--- config.mk ---
export PLATFORM = sky130hd
export DESIGN_NAME = alu_lane_flat
export DESIGN_NICKNAME = d
export VERILOG_FILES = /design/src/verilog/ooo_pkg.sv /design/src/verilog/lane_if.sv /design/src/verilog/op_queue.sv /design/src/verilog/alu_lane.sv /design/src/flat_wrapper.sv
export VERILOG_INCLUDE_DIRS = /design/src /design/src/include
export SDC_FILE = /design/constraint.sdc
export NUM_CORES = 1
export LEC_CHECK = 0
export ABC_CLOCK_PERIOD_IN_PS = 9000
export BUFFER_PORTS_ARGS = -buffer_cell sky130_fd_sc_hd__buf_4
export CAP_MARGIN = 20
export CORE_ASPECT_RATIO = 1.75
export CORE_MARGIN = 3
export CORE_UTILIZATION = 50
export CTS_CLUSTER_DIAMETER = 30
export CTS_CLUSTER_SIZE = 24
export DETAILED_ROUTE_END_ITERATION = 12
export PLACE_DENSITY = 0.74
export SYNTH_ARGS = -nofsm -noshare
export SYNTH_HDL_FRONTEND = slang
export SYNTH_SLANG_ARGS = --single-unit
--- constraint.sdc ---
create_clock -name clk -period 9 [get_ports clk]
set_input_delay 0.9 -clock clk [delete_from_list [all_inputs] [get_ports clk]]
set_output_delay 0.9 -clock clk [all_outputs]
set_load 0.01 [all_outputs]
--- src/include/ooo_params.svh ---
`ifndef OOO_PARAMS_SVH
`define OOO_PARAMS_SVH

// datapath width
`define XLEN 32

// number of identical integer ALU lanes
`define NUM_LANES 4

// reorder buffer size, tag indexes it directly
`define ROB_DEPTH 16
`define TAG_W 4

// instruction queue in front of dispatch
`define IQ_DEPTH 8

// credits per lane, equal to the lane queue depth
`define LANE_DEPTH 2

`define ORDER_W 64

`endif

--- src/verilog/ooo_pkg.sv ---
`include "ooo_params.svh"

package ooo_pkg;

    // integer ALU operations, RV32I semantics
    typedef enum logic [3:0] {
        alu_add  = 4'd0,
        alu_sub  = 4'd1,
        alu_and  = 4'd2,
        alu_or   = 4'd3,
        alu_xor  = 4'd4,
        alu_slt  = 4'd5,
        alu_sltu = 4'd6,
        alu_sll  = 4'd7,
        alu_srl  = 4'd8,
        alu_sra  = 4'd9
    } alu_op_e;

    // decoded operation as it enters the back end
    typedef struct packed {
        alu_op_e           op;
        logic [4:0]        rd;
        logic [`XLEN-1:0]  a;
        logic [`XLEN-1:0]  b;
    } inst_t;

    // operation carrying its reorder buffer slot
    typedef struct packed {
        inst_t             inst;
        logic [`TAG_W-1:0] tag;
    } tagged_inst_t;

endpackage

--- src/verilog/lane_if.sv ---
`timescale 1ns/1ps
`include "ooo_params.svh"

interface lane_if;

    // issue side, dispatcher to lane
    logic                   issue_valid;
    ooo_pkg::tagged_inst_t  issue_op;
    logic                   credit;

    // writeback side, lane to reorder buffer
    logic                   result_valid;
    logic [`TAG_W-1:0]      result_tag;
    logic [`XLEN-1:0]       result_data;

    modport dispatch (output issue_valid, output issue_op, input credit);

    modport lane (
        input  issue_valid,
        input  issue_op,
        output credit,
        output result_valid,
        output result_tag,
        output result_data
    );

    modport rob (input result_valid, input result_tag, input result_data);

endinterface

--- src/verilog/op_queue.sv ---
`timescale 1ns/1ps

module op_queue #(
    parameter type payload_t = logic [7:0],
    parameter int  DEPTH     = 4
) (
    input  logic     clk,
    input  logic     rst,
    input  logic     push_i,
    input  payload_t data_i,
    input  logic     pop_i,
    output payload_t data_o,
    output logic     empty_o,
    output logic     full_o
);

    localparam int PTR_W = (DEPTH > 1) ? $clog2(DEPTH) : 1;
    localparam int CNT_W = $clog2(DEPTH + 1);

    payload_t         mem [DEPTH];
    logic [PTR_W-1:0] rd_ptr;
    logic [PTR_W-1:0] wr_ptr;
    logic [CNT_W-1:0] count;
    logic             do_push;
    logic             do_pop;

    // wrap at DEPTH so non power of two depths work
    function automatic logic [PTR_W-1:0] next_ptr(input logic [PTR_W-1:0] ptr);
        return (ptr == PTR_W'(DEPTH - 1)) ? '0 : ptr + 1'b1;
    endfunction

    assign empty_o = (count == '0);
    assign full_o  = (count == CNT_W'(DEPTH));
    assign do_push = push_i && !full_o;
    assign do_pop  = pop_i && !empty_o;

    // head is always visible
    assign data_o = mem[rd_ptr];

    always_ff @(posedge clk) begin
        if (do_push) begin
            mem[wr_ptr] <= data_i;
        end
    end

    always_ff @(posedge clk) begin
        if (rst) begin
            rd_ptr <= '0;
            wr_ptr <= '0;
            count  <= '0;
        end else begin
            if (do_push) begin
                wr_ptr <= next_ptr(wr_ptr);
            end
            if (do_pop) begin
                rd_ptr <= next_ptr(rd_ptr);
            end
            case ({do_push, do_pop})
                2'b10:   count <= count + 1'b1;
                2'b01:   count <= count - 1'b1;
                default: count <= count;
            endcase
        end
    end

endmodule

--- src/verilog/alu_lane.sv ---
`timescale 1ns/1ps
`include "ooo_params.svh"

module alu_lane (
    input  logic clk,
    input  logic rst,
    lane_if.lane port
);

    ooo_pkg::tagged_inst_t head;
    logic                  q_empty;
    logic                  pop;
    logic [`XLEN-1:0]      opa;
    logic [`XLEN-1:0]      opb;
    logic [4:0]            shamt;
    logic [`XLEN-1:0]      alu_result;
    logic                  res_valid;
    logic [`TAG_W-1:0]     res_tag;
    logic [`XLEN-1:0]      res_data;

    // credit flow keeps this queue from overflowing
    op_queue #(
        .payload_t (ooo_pkg::tagged_inst_t),
        .DEPTH     (`LANE_DEPTH)
    ) lane_q (
        .clk     (clk),
        .rst     (rst),
        .push_i  (port.issue_valid),
        .data_i  (port.issue_op),
        .pop_i   (pop),
        .data_o  (head),
        .empty_o (q_empty),
        .full_o  ()
    );

    // result reg drains into the ROB every cycle, so it is always free by the edge
    assign pop         = !q_empty;
    assign port.credit = pop;

    assign opa   = head.inst.a;
    assign opb   = head.inst.b;
    assign shamt = opb[4:0];

    always_comb begin
        case (head.inst.op)
            ooo_pkg::alu_add:  alu_result = opa + opb;
            ooo_pkg::alu_sub:  alu_result = opa - opb;
            ooo_pkg::alu_and:  alu_result = opa & opb;
            ooo_pkg::alu_or:   alu_result = opa | opb;
            ooo_pkg::alu_xor:  alu_result = opa ^ opb;
            ooo_pkg::alu_slt:  alu_result = {{(`XLEN-1){1'b0}}, ($signed(opa) < $signed(opb))};
            ooo_pkg::alu_sltu: alu_result = {{(`XLEN-1){1'b0}}, (opa < opb)};
            ooo_pkg::alu_sll:  alu_result = opa << shamt;
            ooo_pkg::alu_srl:  alu_result = opa >> shamt;
            ooo_pkg::alu_sra:  alu_result = $signed(opa) >>> shamt;
            default:           alu_result = '0;
        endcase
    end

    always_ff @(posedge clk) begin
        if (rst) begin
            res_valid <= 1'b0;
        end else begin
            res_valid <= pop;
        end
    end

    // tag and value, one cycle after the dequeue
    always_ff @(posedge clk) begin
        if (pop) begin
            res_tag  <= head.tag;
            res_data <= alu_result;
        end
    end

    assign port.result_valid = res_valid;
    assign port.result_tag   = res_tag;
    assign port.result_data  = res_data;

endmodule

--- src/flat_wrapper.sv ---
// flat-port wrapper written by rule: the top's interface ports become plain ports
module alu_lane_flat 
  (clk, rst, port_issue_valid, port_issue_op, port_credit, port_result_valid, port_result_tag, port_result_data);
  lane_if port_i ();
  input  logic clk;
  input  logic rst;
  input wire logic [$bits(port_i.issue_valid)-1:0] port_issue_valid;
  input wire logic [$bits(port_i.issue_op)-1:0] port_issue_op;
  output wire logic [$bits(port_i.credit)-1:0] port_credit;
  output wire logic [$bits(port_i.result_valid)-1:0] port_result_valid;
  output wire logic [$bits(port_i.result_tag)-1:0] port_result_tag;
  output wire logic [$bits(port_i.result_data)-1:0] port_result_data;
  assign port_i.issue_valid = port_issue_valid;
  assign port_i.issue_op = port_issue_op;
  assign port_credit = port_i.credit;
  assign port_result_valid = port_i.result_valid;
  assign port_result_tag = port_i.result_tag;
  assign port_result_data = port_i.result_data;
  alu_lane u_core (.clk(clk), .rst(rst), .port(port_i));
endmodule
==> out/metrics.cfg <==
[cts]
cts_sinks = 186
cts_inserted_buffers = 17
h-tree-depth = 4
tritoncts = yes
cts_resized = 0
cts.reportedPaths.clkPinSlew_ps = 80
post_cts_buffers = 0
root_buffer = clkbuf_16
insertion_delay_ps = 460
cts_hold_buf = 0
cts_buffer_depth = 2

[sta]
timing.fmax_mhz = 172
maxSlewViolCount = 0
fin_tns_setup_ps = 0
worstMarginPinSlew_ps = 1200
fin_crit_ps = 5800
rsz0062_at_grt = no
holdWs_ps = 521
finalCritPeriodShare_pct = 64.4
setup_viol_count_final = 0
clock_skew_ps = 17.6
hold_violations = 0
slew_headroom_pct = 19.3

[layout]
drive_gt1_share_pct = 15.7
final_common_cell = edfxtp_1
nets = 1840
fin_util_pct = 56.9
diodes = 0
most-common-layout-cells = 180 x edfxtp_1, 167 x nor2_1, 146 x mux2i_1
syn2layout_area_growth_pct = 11.1

[logic_synthesis]
synth_edf_count = 180
synth_seq_area_share_pct = 36.3
synth_area_leaders = edfxtp_1 36%, mux2i_1 9.8%, ha_1 8.1%, nor2_1 4.2%, a21oi_1 3.9%
synth_nets = 1785
ys.flop_type = edfxtp_1
ys_warn_count = 0
ys_seq_elements = 186
syn_inst = 1605
yosysTopAreaCellShare_pct = 35.5
yosysUniqueCellTypes = 90
syn_avg_cell_area_sq_um = 9.48
async_flop_share_pct = 0
synth_top_area_cell = edfxtp_1
syn_area_sq_um = 15200

[die]
die_h_um = 237
core_sq_um = 29700
dieArea_sq_um = 32600
chipWidth_um = 138
rows = 83
ios = 118
initial_core_util_pct = 51.2

[setup_path]
crit_type = flop to flop
arrival_ps = 5970
required_ps = 9180
cp-start-kind = flop
end_kind = flop
cp_max_fo = 47

[detailed_routing]
wl_per_cell_um = 26.6
routed_via_density = 6.65
wl_um = 54600
drt_first_iter_violations = 1536
detail-route-antenna-nets = 0
dr.pass1.iters = 7
drcViolationCount = 0
routed-via-count = 13659

[placement]
gp_congestion = 1.12
port_buffers = 112
dp_hpwl_um = 40400

[status]
outcome = completed

[flow_run]
max_cap_violations = 0

[power]
total_power_mw = 5.82
irDropWorstVdd_mv = 0.189
powerDensity_nw_per_um2 = 344
power.static_leakage_nw = 6.78

[global_route]
grt_pass1_vias = 13293
grt_usage_pct = 33.3
grt_pass1_wl_um = 80800
grt_max_degree = 58
overflow = 0
antenna_found_initial = 1

[hold_path]
holdCritPathClass = flop to flop

-- layer usage --
metal / global-route usage (%) / vias up / share of wire (%)
met4: 24.1 / 0 / 8.8
met5: 0 / - / 0
met1: 38.1 / 6521 / 36
met3: 5.34 / 248 / 6.7
li1: - / 6124 / -
met2: 55.1 / 766 / 49
-- worst paths after layout --
kind / start / to / slack (ps) / depth (start not counted)
worst min-delay path: u_core.lane_q.rd_ptr / u_core.lane_q.rd_ptr / 520 / 2
worst min register to register: u_core.lane_q.rd_ptr / u_core.lane_q.rd_ptr / 520 / 2
worst max-delay path: flop / u_core.port.result_data[29] / 3200 / 12
worst max register to register: flop / u_core.port.result_data[29] / 3200 / 12
-- power breakdown --
| part | total [mW] | internal, mW | switching, mW |
|---|---|---|---|
| sequential | 1.29 | 1.23 | 0.0665 |
| clock | 0.744 | 0.387 | 0.356 |
| combinational | 3.78 | 1.30 | 2.49 |
-- logic make-up (layout without fill, tap and decap cells) --
logic type | Yosys count | in the layout | share of synthesized area [%]
XOR/XNOR | 11 | 11 | 0.633
multiplexers | 197 | 197 | 14.5
AND/OR/NAND/NOR | 424 | 424 | 12.6
adder cells (fa/ha/maj) | 100 | 100 | 8.32
flip-flops | 186 | 186 | 36.3
AO/OA/AOI/OAI | 494 | 494 | 22.0
buffers and inverters | 193 | 260 | 5.57
-- worst max-delay path, cell delays in order (launching register included) --
cell,delay [ps]
dfxtp_4,360
buf_4,610
buf_4,770
mux2i_1,600
ha_1,430
nor3_1,450
o2111ai_1,300
nand2_1,190
a21oi_1,110
a311oi_1,1020
a32oi_1,280
xnor2_1,210
o221ai_1,140
-- per-stage QoR --
stage               instance area (sq um)  instances  worst slack [ps]
floorplan                           15200       1605              4380
global placement                    16300       2023              3370
global route                        16900       2054              3010
detailed placement                  16300       2023              3340
CTS                                 16900       2054              3340
finish                              16900       2054              3200
-- sequential cells by signal (all words and copies together) (netlist names), named ones only --
signal	flops
u_core.port.result_tag	4
u_core.lane_q.count	2
u_core.port.result_valid	1
u_core.lane_q.rd_ptr	1
u_core.lane_q.wr_ptr	1
u_core.lane_q.mem	144
u_core.port.result_data	32
-- cell type report --
cell class / instances / area (sq um)
clock inverter: 14 / 141
fill: 2701 / 12800
clock buffer: 17 / 425
multi-input combinational: 1226 / 8940
timing repair buffer: 138 / 1040
tap: 382 / 478
sequential: 186 / 5530
inverter: 91 / 347
-- synthesized netlist by cell type, types with 7 or more instances --
library cell    n
a211oi_1       24
nor2b_1        13
o221ai_1       10
o2111ai_1      15
o21bai_1       18
mux2_2         22
a221o_1        10
inv_1          76
nand3_1        22
or3_1          13
a221oi_1       16
mux2i_1       149
nand2b_1       12
buf_2          27
inv_2          13
o22ai_1        21
o211ai_1       28
a31oi_1        11
o31a_1          8
a21o_1         32
nor3_1         35
nand2_1       108
xnor2_1         8
buf_1           9
o31ai_1         8
clkbuf_1       53
o21ai_0        85
buf_4           7
mux2i_2         8
nor2_1        172
o21a_1         12
a22oi_1        13
a21oi_1       119
ha_1           98
and3_1          9
edfxtp_1      180
No activity file was read; power rests on OpenSTA's default activity.
