## config.mk

```make
export PLATFORM = sky130hd
export DESIGN_NAME = op_queue
export DESIGN_NICKNAME = d
export VERILOG_FILES = /design/src/verilog/op_queue.sv
export SDC_FILE = /design/constraint.sdc
export NUM_CORES = 1
export LEC_CHECK = 0
export BUFFER_PORTS_ARGS = -buffer_cell sky130_fd_sc_hd__buf_2
export CAP_MARGIN = 15
export CELL_PAD_IN_SITES_DETAIL_PLACEMENT = 1
export CELL_PAD_IN_SITES_GLOBAL_PLACEMENT = 1
export CORE_MARGIN = 10
export CORE_UTILIZATION = 50
export CTS_CLUSTER_SIZE = 24
export DETAILED_ROUTE_END_ITERATION = 8
export PLACE_DENSITY = 0.84
export SETUP_SLACK_MARGIN = 0.3
export SYNTH_ARGS = -nofsm -noshare
export SYNTH_HDL_FRONTEND = slang
export SYNTH_SLANG_ARGS = --single-unit
```

## constraint.sdc

```tcl
create_clock -name clk -period 4 [get_ports clk]
set_input_delay 0.2 -clock clk [delete_from_list [all_inputs] [get_ports clk]]
set_output_delay 0.2 -clock clk [all_outputs]
set_load 0.01 [all_outputs]
```

## src/verilog/op_queue.sv

```systemverilog
`timescale 1ns/1ps

module op_queue #(
    parameter type payload_t = logic [7:0],
    parameter int  DEPTH     = 4
) (
    input  logic     clk,
    input  logic     rst,
    input  logic     push_i,
    input  payload_t data_i,
    input  logic     pop_i,
    output payload_t data_o,
    output logic     empty_o,
    output logic     full_o
);

    localparam int PTR_W = (DEPTH > 1) ? $clog2(DEPTH) : 1;
    localparam int CNT_W = $clog2(DEPTH + 1);

    payload_t         mem [DEPTH];
    logic [PTR_W-1:0] rd_ptr;
    logic [PTR_W-1:0] wr_ptr;
    logic [CNT_W-1:0] count;
    logic             do_push;
    logic             do_pop;

    // wrap at DEPTH so non power of two depths work
    function automatic logic [PTR_W-1:0] next_ptr(input logic [PTR_W-1:0] ptr);
        return (ptr == PTR_W'(DEPTH - 1)) ? '0 : ptr + 1'b1;
    endfunction

    assign empty_o = (count == '0);
    assign full_o  = (count == CNT_W'(DEPTH));
    assign do_push = push_i && !full_o;
    assign do_pop  = pop_i && !empty_o;

    // head is always visible
    assign data_o = mem[rd_ptr];

    always_ff @(posedge clk) begin
        if (do_push) begin
            mem[wr_ptr] <= data_i;
        end
    end

    always_ff @(posedge clk) begin
        if (rst) begin
            rd_ptr <= '0;
            wr_ptr <= '0;
            count  <= '0;
        end else begin
            if (do_push) begin
                wr_ptr <= next_ptr(wr_ptr);
            end
            if (do_pop) begin
                rd_ptr <= next_ptr(rd_ptr);
            end
            case ({do_push, do_pop})
                2'b10:   count <= count + 1'b1;
                2'b01:   count <= count - 1'b1;
                default: count <= count;
            endcase
        end
    end

endmodule

```

==> out/metrics.csv, run 1 <==
metric,value,unit
cts-root-buf,clkbuf_4,
coreArea,3100,sq um
die-area,5990,sq um
crit_slowest_cell,or3b_1,
min_path_type,in2reg,
die_x,77.4,um
power_density,598,nW/um^2
drc,0,
drv_slew,0,
yosysWarnings,0,
syn_nets,115,
syn-cell-area,1650,sq um
critPathKind,reg2reg,
setup_viol,0,
firstDrtPassIters,4,
max_slew_margin,59.5,%
area_growth,12.9,%
rsz0062_at_grt,no,
cp_num_buf_inv,2,
fillers,314,
max_freq,0.378,GHz
synth_area_per_cell,17.2,sq um
fin_skew,0.00882,ns
cts_tree,yes,
clock-sinks,41,
outcome,"complete, no violations",
required,4.29,ns
cts_buffers,5,
initial_core_util,53.1,%
routed_wl,3.12,mm
post_cts_buffers,0,
tightest_slew,0.602,ns
clk_pin_slew,0.11,ns
placed_area,1780,sq um
critPathLaunchType,register,
final_area,1860,sq um
numPortBuffers,21,
rows,20,
cap_violations,0,
grt_max_degree,14,
clk_path_buf_depth,2,
ys_seq_area_share,69.2,%
die_height,77.4,um
avgViaCountPerCell,5.30,
syn_inst,96,
ios,22,
grt_pass1_wl,5.02,mm
crit_fanout,9,
arrival,2.93,ns
dr_total_vias,874,
drtIter0Drc,21,
grt_pass1_vias,980,
worstPathCellList,"or3b_1, and2_4, inv_1, ha_1, inv_1, fa_1, xor2_1, or3_2, a21oi_1",
clk_latency,0.34,ns
ant_nets,0,
ys_seq_elements,41,
gr-usage-all-layers,10.9,%
diodes,0,
peakVddDrop,295,uV
wl_per_cell,18.9,um
h-tree-depth,2,
leakagePower,0.699,nW
yosysUniqueCellTypes,27,
routabilityCongestion,0.683,
r2r_slack,1.35,ns
cpMostUsedCell,inv_1,
grt_antenna_before_repair,0,
dp_hpwl,2.16,mm
crit_family,simple AND/OR/NAND/NOR gates,
fin_tns_setup,0,ns
final.min_clock_period,2.65,ns
overflow,0,
slowest_delay,0.49,ns
finalHoldViolCount,0,
cp-end-kind,register,
cts_resized,0,
ctsHoldBuffers,0,
finalNetCount,139,
fin_crit_sh,66.2,%
drive_gt1_share,33.9,%
[synth_stat cells (all sizes together)]
cell	instances	share of area, %
nor3	2	0.61
fa	1	1.2
edfxtp	32	58
o31ai	2	1.2
a21o	1	0.46
and2	1	0.53
nor2	4	0.91
inv	8	1.8
mux2i	1	0.61
xor2	2	1.1
and3	4	1.7
or3b	1	0.53
nand3	2	0.61
dfxtp	9	11
nand2	1	0.23
a21oi	4	1.2
buf	3	1.2
ha	6	4.6
mux4	8	11
or3	2	0.84
o21ai	1	0.30
clkbuf	1	0.23
[final timing paths]
kind / startpoint / endpoint / cells past startpoint
max: count[2] / count[2] / 9
min: data_i[6] / mem[0][6] / 1
max reg2reg: count[2] / count[2] / 9
min reg2reg: count[2] / count[2] / 2
[cell families after synthesis]
kind of cell / after synthesis / share of synthesized area, %
DFF: 41 / 69.2
and+or+nand+nor: 17 / 5.92
buffers and inverters: 12 / 3.26
muxes: 9 / 11.5
AOI/OAI and AO/OA: 8 / 3.19
adders and majority gates: 7 / 5.77
xor gates and xnor gates: 2 / 1.06
[sequential cells by signal (all words and copies together), names as in the netlist, named ones only]
| name | cells |
|---|---|
| count | 3 |
| mem | 32 |
| rd_ptr | 2 |
| wr_ptr | 2 |
[worst register-to-register path, delay by kind of cell (launching register included)]
| family | cells | cell delay [ns] |
|---|---|---|
| AND/OR/NAND/NOR | 3 | 1.14 |
| adder cells (fa/ha/maj) | 2 | 0.59 |
| flip-flops | 1 | 0.41 |
| XOR/XNOR | 1 | 0.17 |
| AO/OA/AOI/OAI | 1 | 0.15 |
| buffers and inverters | 2 | 0.13 |
[stage by stage]
step                      total power [mW]  hold slack [ns]  setup WS (ns)  std cells  util (%)
final                                 1.11           0.0642           1.35        165      60.0
after global routing                  1.18           0.0350           1.18        165      60.0
after global placement               0.843            0.411           1.57        157      57.5
after detailed placement             0.862            0.422           1.50        157      57.5
after floorplan                      0.767            0.299           1.65         96         -
after CTS                             1.13           0.0477           1.34        165      60.0
[where the power goes]
group | total (mW) | internal, mW | switching (mW)
Sequential | 0.569 | 0.517 | 0.0519
Combinational | 0.285 | 0.139 | 0.146
Clock | 0.259 | 0.131 | 0.128
Total | 1.11 | 0.787 | 0.326
[cell type report]
cell class	count	area (sq um)	area share [%]
clock inverters	2	35.0	1.88
well taps	44	55.1	2.96
repair buffers	21	105	5.65
multi-input cells	43	453	24.3
flip-flops and latches	41	1140	61.3
inverters	8	30.0	1.61
clock buffers	6	41.3	2.22
[placed cells by master (no fill, tap or decap), types with 2 or more instances in the layout]
cell	count
edfxtp_1	32
buf_2	21
dfxtp_1	9
inv_1	8
mux4_2	8
ha_1	6
clkbuf_4	5
nor2_1	4
a21oi_1	4
nor3_1	2
and3_1	2
and3_2	2
xor2_1	2
nand3_1	2
[per-layer routing]
layer	global-route usage, %	part of all wire (%)
met1	11.1	41
met2	19.7	53
met3	4.03	3.8
met4	4.38	1.6
met5	0	0
Note: power is estimated with default switching activity, not from simulation.
==> run 2, diff against run 1 <==
Settings changed: ABC_AREA set to 1, CORE_UTILIZATION 50 to 40, PLACE_DENSITY 0.84 to 0.76.
Clock period 4 ns to 2.3 ns, I/O delays scaled along.
==> run 2 against run 1 <==
Compared with the run above:
- hold slack worse by 0.035 ns
- cell area up 8.5%
- combinational power rose to 2.5 times the previous value
- non-clock buffer count up 6
- core utilization down 10 points
- setup slack worse by 0.88 ns
- critical endpoint unchanged
==> out/metrics.csv, run 2 <==
metric,value,unit,change
grt_antenna_before_repair,0,,unchanged
wl_per_cell,16.1,um,-15%
cts_buffers,5,,unchanged
synth_edf_count,32,,unchanged
max_slew_margin,77.7,%,+18 points
wl_met3,177,um,+48%
worstHoldPathCells,1,,unchanged
crit_family,simple AND/OR/NAND/NOR gates,,
cp_num_buf_inv,3,,+1
cap_violations,0,,unchanged
syn-cell-area,1700,sq um,+3.2%
required,2.52,ns,-1.77 ns
min_path_type,in2reg,,
yosysUniqueCellTypes,18,,-33%
ys_seq_elements,41,,unchanged
diodes,0,,unchanged
reg.largest.list,"mem: 32 flops, count: 3 flops",,
cp-end-kind,register,,
clk_pin_slew,0.08,ns,-0.03 ns
min_to,mem[1][4],,
numPortBuffers,21,,unchanged
die_height,85.2,um,+10%
initial_core_util,41.9,%,-11 points
die_x,85.2,um,+10%
leakagePower,0.820,nW,+17%
synth.area.top_cells,"edfxtp_1 57%, dfxtp_1 11%, nor2_1 5.7%",,
rows,23,,+15%
clk_path_buf_depth,2,,unchanged
area_growth,18.7,%,
crit_fanout,4,,-5
fillers,444,,+41%
holdWs,0.0297,ns,-0.0345 ns
slowest_delay,0.37,ns,-0.12 ns
clk_latency,0.30,ns,-0.04 ns
syn_inst,148,,+54%
tightest_slew,0.335,ns,-0.267 ns
firstDrtPassIters,4,,unchanged
layout_common_cells,"32 x edfxtp_1, 25 x nor2_1, 21 x buf_2, 19 x inv_1, 14 x o21ai_0",,
synth_common_cells,"32 x edfxtp_1, 26 x nor2_1, 19 x inv_1",,
outcome,"complete, no violations",,
routed_wl,3.72,mm,+19%
yosysTopAreaCell,edfxtp_1,,
drive_gt1_share,24.9,%,-9.0 points
cts-root-buf,clkbuf_8,,
fin_tns_setup,0,ns,unchanged
final.min_clock_period,1.82,ns,-0.823 ns
async_flop_share,0,%,unchanged
rr_worst_depth,12,,+3
yosysWarnings,0,,unchanged
clock-sinks,41,,unchanged
crit_slowest_cell,dfxtp_1,,
r2r-end,count[2],,
hp-start,data_i[4],,
r2r-start,count[1],,
max_freq,0.548,GHz,+45%
highest_layer,met4,,
final_common_cell,edfxtp_1,,
grt_pass1_wl,6.15,mm,+22%
syn_nets,167,,+45%
pre_cts_slack,0.334,ns,-1.16 ns
synth_area_per_cell,11.5,sq um,-33%
wl_met2,1.96,mm,+18%
worstPathCellList,"nor2_2, nand2_2, nand2_1, inv_1, ha_2, inv_1, fa_2, inv_1, nand2_1, nand4_1, nand2_1, nor2_1",,
ctsHoldBuffers,0,,unchanged
drc,0,,unchanged
gr-usage-all-layers,10.9,%,-0.033 points
layout.cells.non_filler,231,,+40%
setup_viol,0,,unchanged
overflow,0,,unchanged
ios,22,,unchanged
fin_skew,0.00558,ns,-0.00323 ns
rsz0062_at_grt,no,,
finalNetCount,199,,+43%
ant_nets,0,,unchanged
h-tree-depth,2,,unchanged
top_register,mem,,
routabilityCongestion,0.715,,+4.7%
synth.most_common_cell,edfxtp_1,,
ys.flop_type,edfxtp_1,,
wl_met1,1.52,mm,+17%
avgViaCountPerCell,5.01,,-5.4%
drv_slew,0,,unchanged
ys_seq_area_share,67.1,%,-2.1 points
fin_crit_sh,79.3,%,+13 points
power_density,1120,nW/um^2,+88%
peakVddDrop,378,uV,+28%
dp.cells,222,,+41%
dr_total_vias,1158,,+32%
coreArea,4060,sq um,+31%
synth_top_area_share,56.5,%,-1.8 points
die-area,7260,sq um,+21%
finalHoldViolCount,0,,unchanged
grt_pass1_vias,1260,,+29%
critPathLaunchType,register,,
grt_max_degree,17,,+3
largest_reg_flops,32,,unchanged
timing.final.ws_setup,0.476,ns,-0.877 ns
r2r_slack,0.48,ns,-0.88 ns
drtIter0Drc,98,,+370%
cts_tree,yes,,
dp_hpwl,2.68,mm,+24%
arrival,2.04,ns,-0.89 ns
critPathKind,reg2reg,,
[run 2: through the flow]
step / total power, mW / cell area (sq um) / util [%]
global placement: 1.64 / 1880 / 46.4
floorplan: 1.44 / 1700 / -
detailed placement: 1.71 / 1880 / 46.4
global route: 2.44 / 2020 / 49.7
CTS: 2.28 / 1990 / 49.2
finish: 2.27 / 2020 / 49.7
[run 2: worst max path at each step]
stage | start | to | slack [ns] | cells past startpoint
finish | count[1] | count[2] | 0.48 | 12
global route | count[2] | count[2] | 0.32 | 12
CTS | count[2] | count[2] | 0.31 | 12
detailed placement | count[1] | count[2] | 0.33 | 10
global placement | count[1] | count[2] | 0.54 | 12
floorplan | count[1] | count[2] | 0.63 | 12
[run 2: kinds of logic (layout without fill, tap and decap cells)]
family / count (synthesis) / in the layout / share of synthesized area, %
buf+inv: 22 / 55 / 5.74
fa+ha+maj: 7 / 7 / 5.59
simple gates: 47 / 47 / 11.4
compound gates: 31 / 31 / 10.2
flops: 41 / 41 / 67.1
[run 2: final cells by class]
class	count	area (sq um)	share of cell area, %
Clock buffer	6	72.6	3.60
Clock inverter	2	33.8	1.67
Inverter	20	75.1	3.72
Multi-Input combinational cell	85	482	23.9
Sequential cell	41	1140	56.6
Tap cell	50	62.6	3.10
Timing Repair Buffer	27	150	7.44
[run 2: routing by layer]
| metal | vias to the layer above | track usage, % |
|---|---|---|
| met5 | - | 0 |
| met4 | 0 | 5.09 |
| met3 | 6 | 3.92 |
| met2 | 21 | 19.6 |
| met1 | 563 | 10.7 |
| li1 | 568 | - |
[run 2: where the power goes]
group | switching [mW] | internal (mW) | leakage, nW
Clock | 0.237 | 0.320 | 0.0528
Sequential | 0.0801 | 0.909 | 0.368
Combinational | 0.451 | 0.271 | 0.399
Total | 0.768 | 1.50 | 0.820
[run 2: repair_timing]
action,4_1_cts,5_1_grt
endpoints found under the setup margin,1,2
pin swaps,0,2
resized for setup,2,6
setup buffers,0,1
==> run 3, diff against run 2 <==
Settings changed: CORE_UTILIZATION 40 to 44, PLACE_DENSITY 0.76 to 0.79.
Clock period 2.3 ns to 1.9 ns, I/O delays scaled along.
==> run 3 against run 2 <==
Compared with the run above:
- clock skew rose by 0.0014 ns
- wire length rose by 13%
- first-iteration DRC count fell by 14%
- largest cell class unchanged
- clock-buffer cell count did not move
- combinational power rose by 51%
==> out/metrics.csv, run 3 (synthesis results as in run 2) <==
metric,value,unit,change
coreArea,3690,sq um,-9.1%
drive_gt1_share,35.3,%,+10 points
min_path_type,in2reg,,
finalNetCount,208,,+4.5%
grt_antenna_before_repair,0,,unchanged
wl_per_cell,17.6,um,+9.7%
rsz0062_at_grt,yes,,
clock-sinks,41,,unchanged
final_util,58.3,%,+8.5 points
slowest_delay,0.38,ns,about the same
tightest_slew,0.331,ns,-0.00408 ns
diodes,0,,unchanged
grt_max_degree,17,,unchanged
clk_pin_slew,0.08,ns,about the same
cts-root-buf,clkbuf_8,,
power_density,1410,nW/um^2,+26%
cp-end-kind,register,,
numPortBuffers,21,,unchanged
routabilityCongestion,0.788,,+10%
clk_path_buf_depth,2,,unchanged
routed_wl,4.20,mm,+13%
required,2.10,ns,-0.42 ns
h-tree-depth,2,,unchanged
max_freq,0.587,GHz,+7.1%
peakVddDrop,796,uV,+110%
ios,22,,unchanged
rows,22,,-4.3%
p_total,3.03,mW,+34%
outcome,"complete, no violations",,
fillers,413,,-7.0%
worstPathCellList,"nor2_4, nand2_2, nand2_4, ha_4, inv_4, fa_2, inv_2, nand2_2, nand3_2, nand2_2, inv_1, nor2_1",,
largest_reg_flops,32,,unchanged
crit_fanout,5,,+1
drv_slew,0,,unchanged
fin_tns_setup,0,ns,unchanged
arrival,1.90,ns,-0.14 ns
cts_buffers,5,,unchanged
firstDrtPassIters,4,,unchanged
top_register,mem,,
die-area,6750,sq um,-7.0%
cap_violations,0,,unchanged
gr-usage-all-layers,13.5,%,+2.7 points
cpMostUsedCell,nand2_2,,
finalHoldViolCount,0,,unchanged
layout_common_cells,"32 x edfxtp_1, 25 x nor2_1, 21 x buf_2, 15 x inv_1, 14 x o21ai_0",,
clk_latency,0.30,ns,about the same
drc,0,,unchanged
ant_nets,0,,unchanged
dr_total_vias,1234,,+6.6%
die_height,82.2,um,-3.6%
die_x,82.2,um,-3.6%
cts_tree,yes,,
grt_pass1_wl,6.62,mm,+7.8%
area_growth,26.4,%,
setup_viol,0,,unchanged
max_slew_margin,77.9,%,+0.27 points
dp_hpwl,2.65,mm,-0.81%
fin_crit_sh,89.6,%,+10 points
final_common_cell,edfxtp_1,,
avgViaCountPerCell,5.18,,+3.4%
final.min_clock_period,1.70,ns,-0.121 ns
critPathKind,reg2reg,,
layout.cells.non_filler,238,,+3.0%
initial_core_util,46.1,%,+4.2 points
reg.largest.list,"mem: 32 flops, count: 3 flops",,
overflow,0,,unchanged
fin_skew,0.00694,ns,+0.00136 ns
leakagePower,0.876,nW,+6.8%
crit_slowest_cell,fa_2,,
grt_pass1_vias,1354,,+7.5%
drtIter0Drc,84,,-14%
critPathLaunchType,register,,
dp.cells,220,,-0.90%
-- run 3: cell types whose count changed in the layout (fill, tap and decap cells not counted), sizes merged --
| cell | delta |
|---|---|
| clkinvlp | +1 |
| dlygate4sd3 | +2 |
| buf | +7 |
| clkinv | -1 |
-- run 3: stage by stage --
stage / hold WS, ns / area, sq um / setup slack [ns]
2_1_floorplan: 0.194 / 1710 / 0.310
3_3_place_gp: 0.307 / 1890 / 0.162
3_5_place_dp: 0.314 / 1890 / 0.0832
4_1_cts: 0.00308 / 2070 / 0.282
5_1_grt: 0.000586 / 2150 / 0.111
6_report: 0.0113 / 2150 / 0.197
-- run 3: repair_timing --
action                                  in CTS  in global routing
setup buffers                                5                  3
hold endpoints to repair                     0                  4
pin swaps                                    3                  9
gates resized for setup                     12                 11
endpoints found under the setup margin       8                  8
hold buffers                                 0                  2
-- run 3: worst paths after layout --
| path | from | endpoint | slack (ns) | cells past startpoint |
|---|---|---|---|---|
| setup / recovery | count[0] | count[2] | 0.20 | 12 |
| hold / removal | data_i[1] | mem[3][1] | 0.01 | 1 |
| setup reg to reg | count[0] | count[2] | 0.20 | 12 |
| hold reg to reg | rd_ptr[1] | rd_ptr[1] | 0.55 | 2 |
-- run 3: area by class of cell --
type | count | area, sq um | share of cell area (%)
Clock buffer | 6 | 82.6 | 3.84
Inverter | 20 | 77.6 | 3.61
Sequential cell | 41 | 1150 | 53.4
Timing Repair Buffer | 36 | 223 | 10.4
Tap cell | 48 | 60.1 | 2.79
Clock inverter | 2 | 37.5 | 1.75
Multi-Input combinational cell | 85 | 520 | 24.2
-- run 3: report_power, final --
| group | switching [mW] | total [mW] | internal (mW) |
|---|---|---|---|
| Clock | 0.309 | 0.736 | 0.427 |
| Combinational | 0.640 | 1.09 | 0.445 |
| Sequential | 0.103 | 1.21 | 1.11 |
-- run 3: critical path: cells and delay by family (launching register included) --
kind / cells / cell delay, ns
adders and majority gates: 2 / 0.54
buffers and inverters: 3 / 0.16
and+or+nand+nor: 7 / 0.56
DFF: 1 / 0.34
-- run 3: metal layers --
metal  GRT usage, %  vias up  part of all wire (%)  wire, um
met5              0        -                     0         0
met4           6.12        0                   2.0        85
met3           4.10       11                   4.1       173
met2           25.5       22                    54      2280
met1           13.3      614                    39      1660
li1               -      587                     -         -
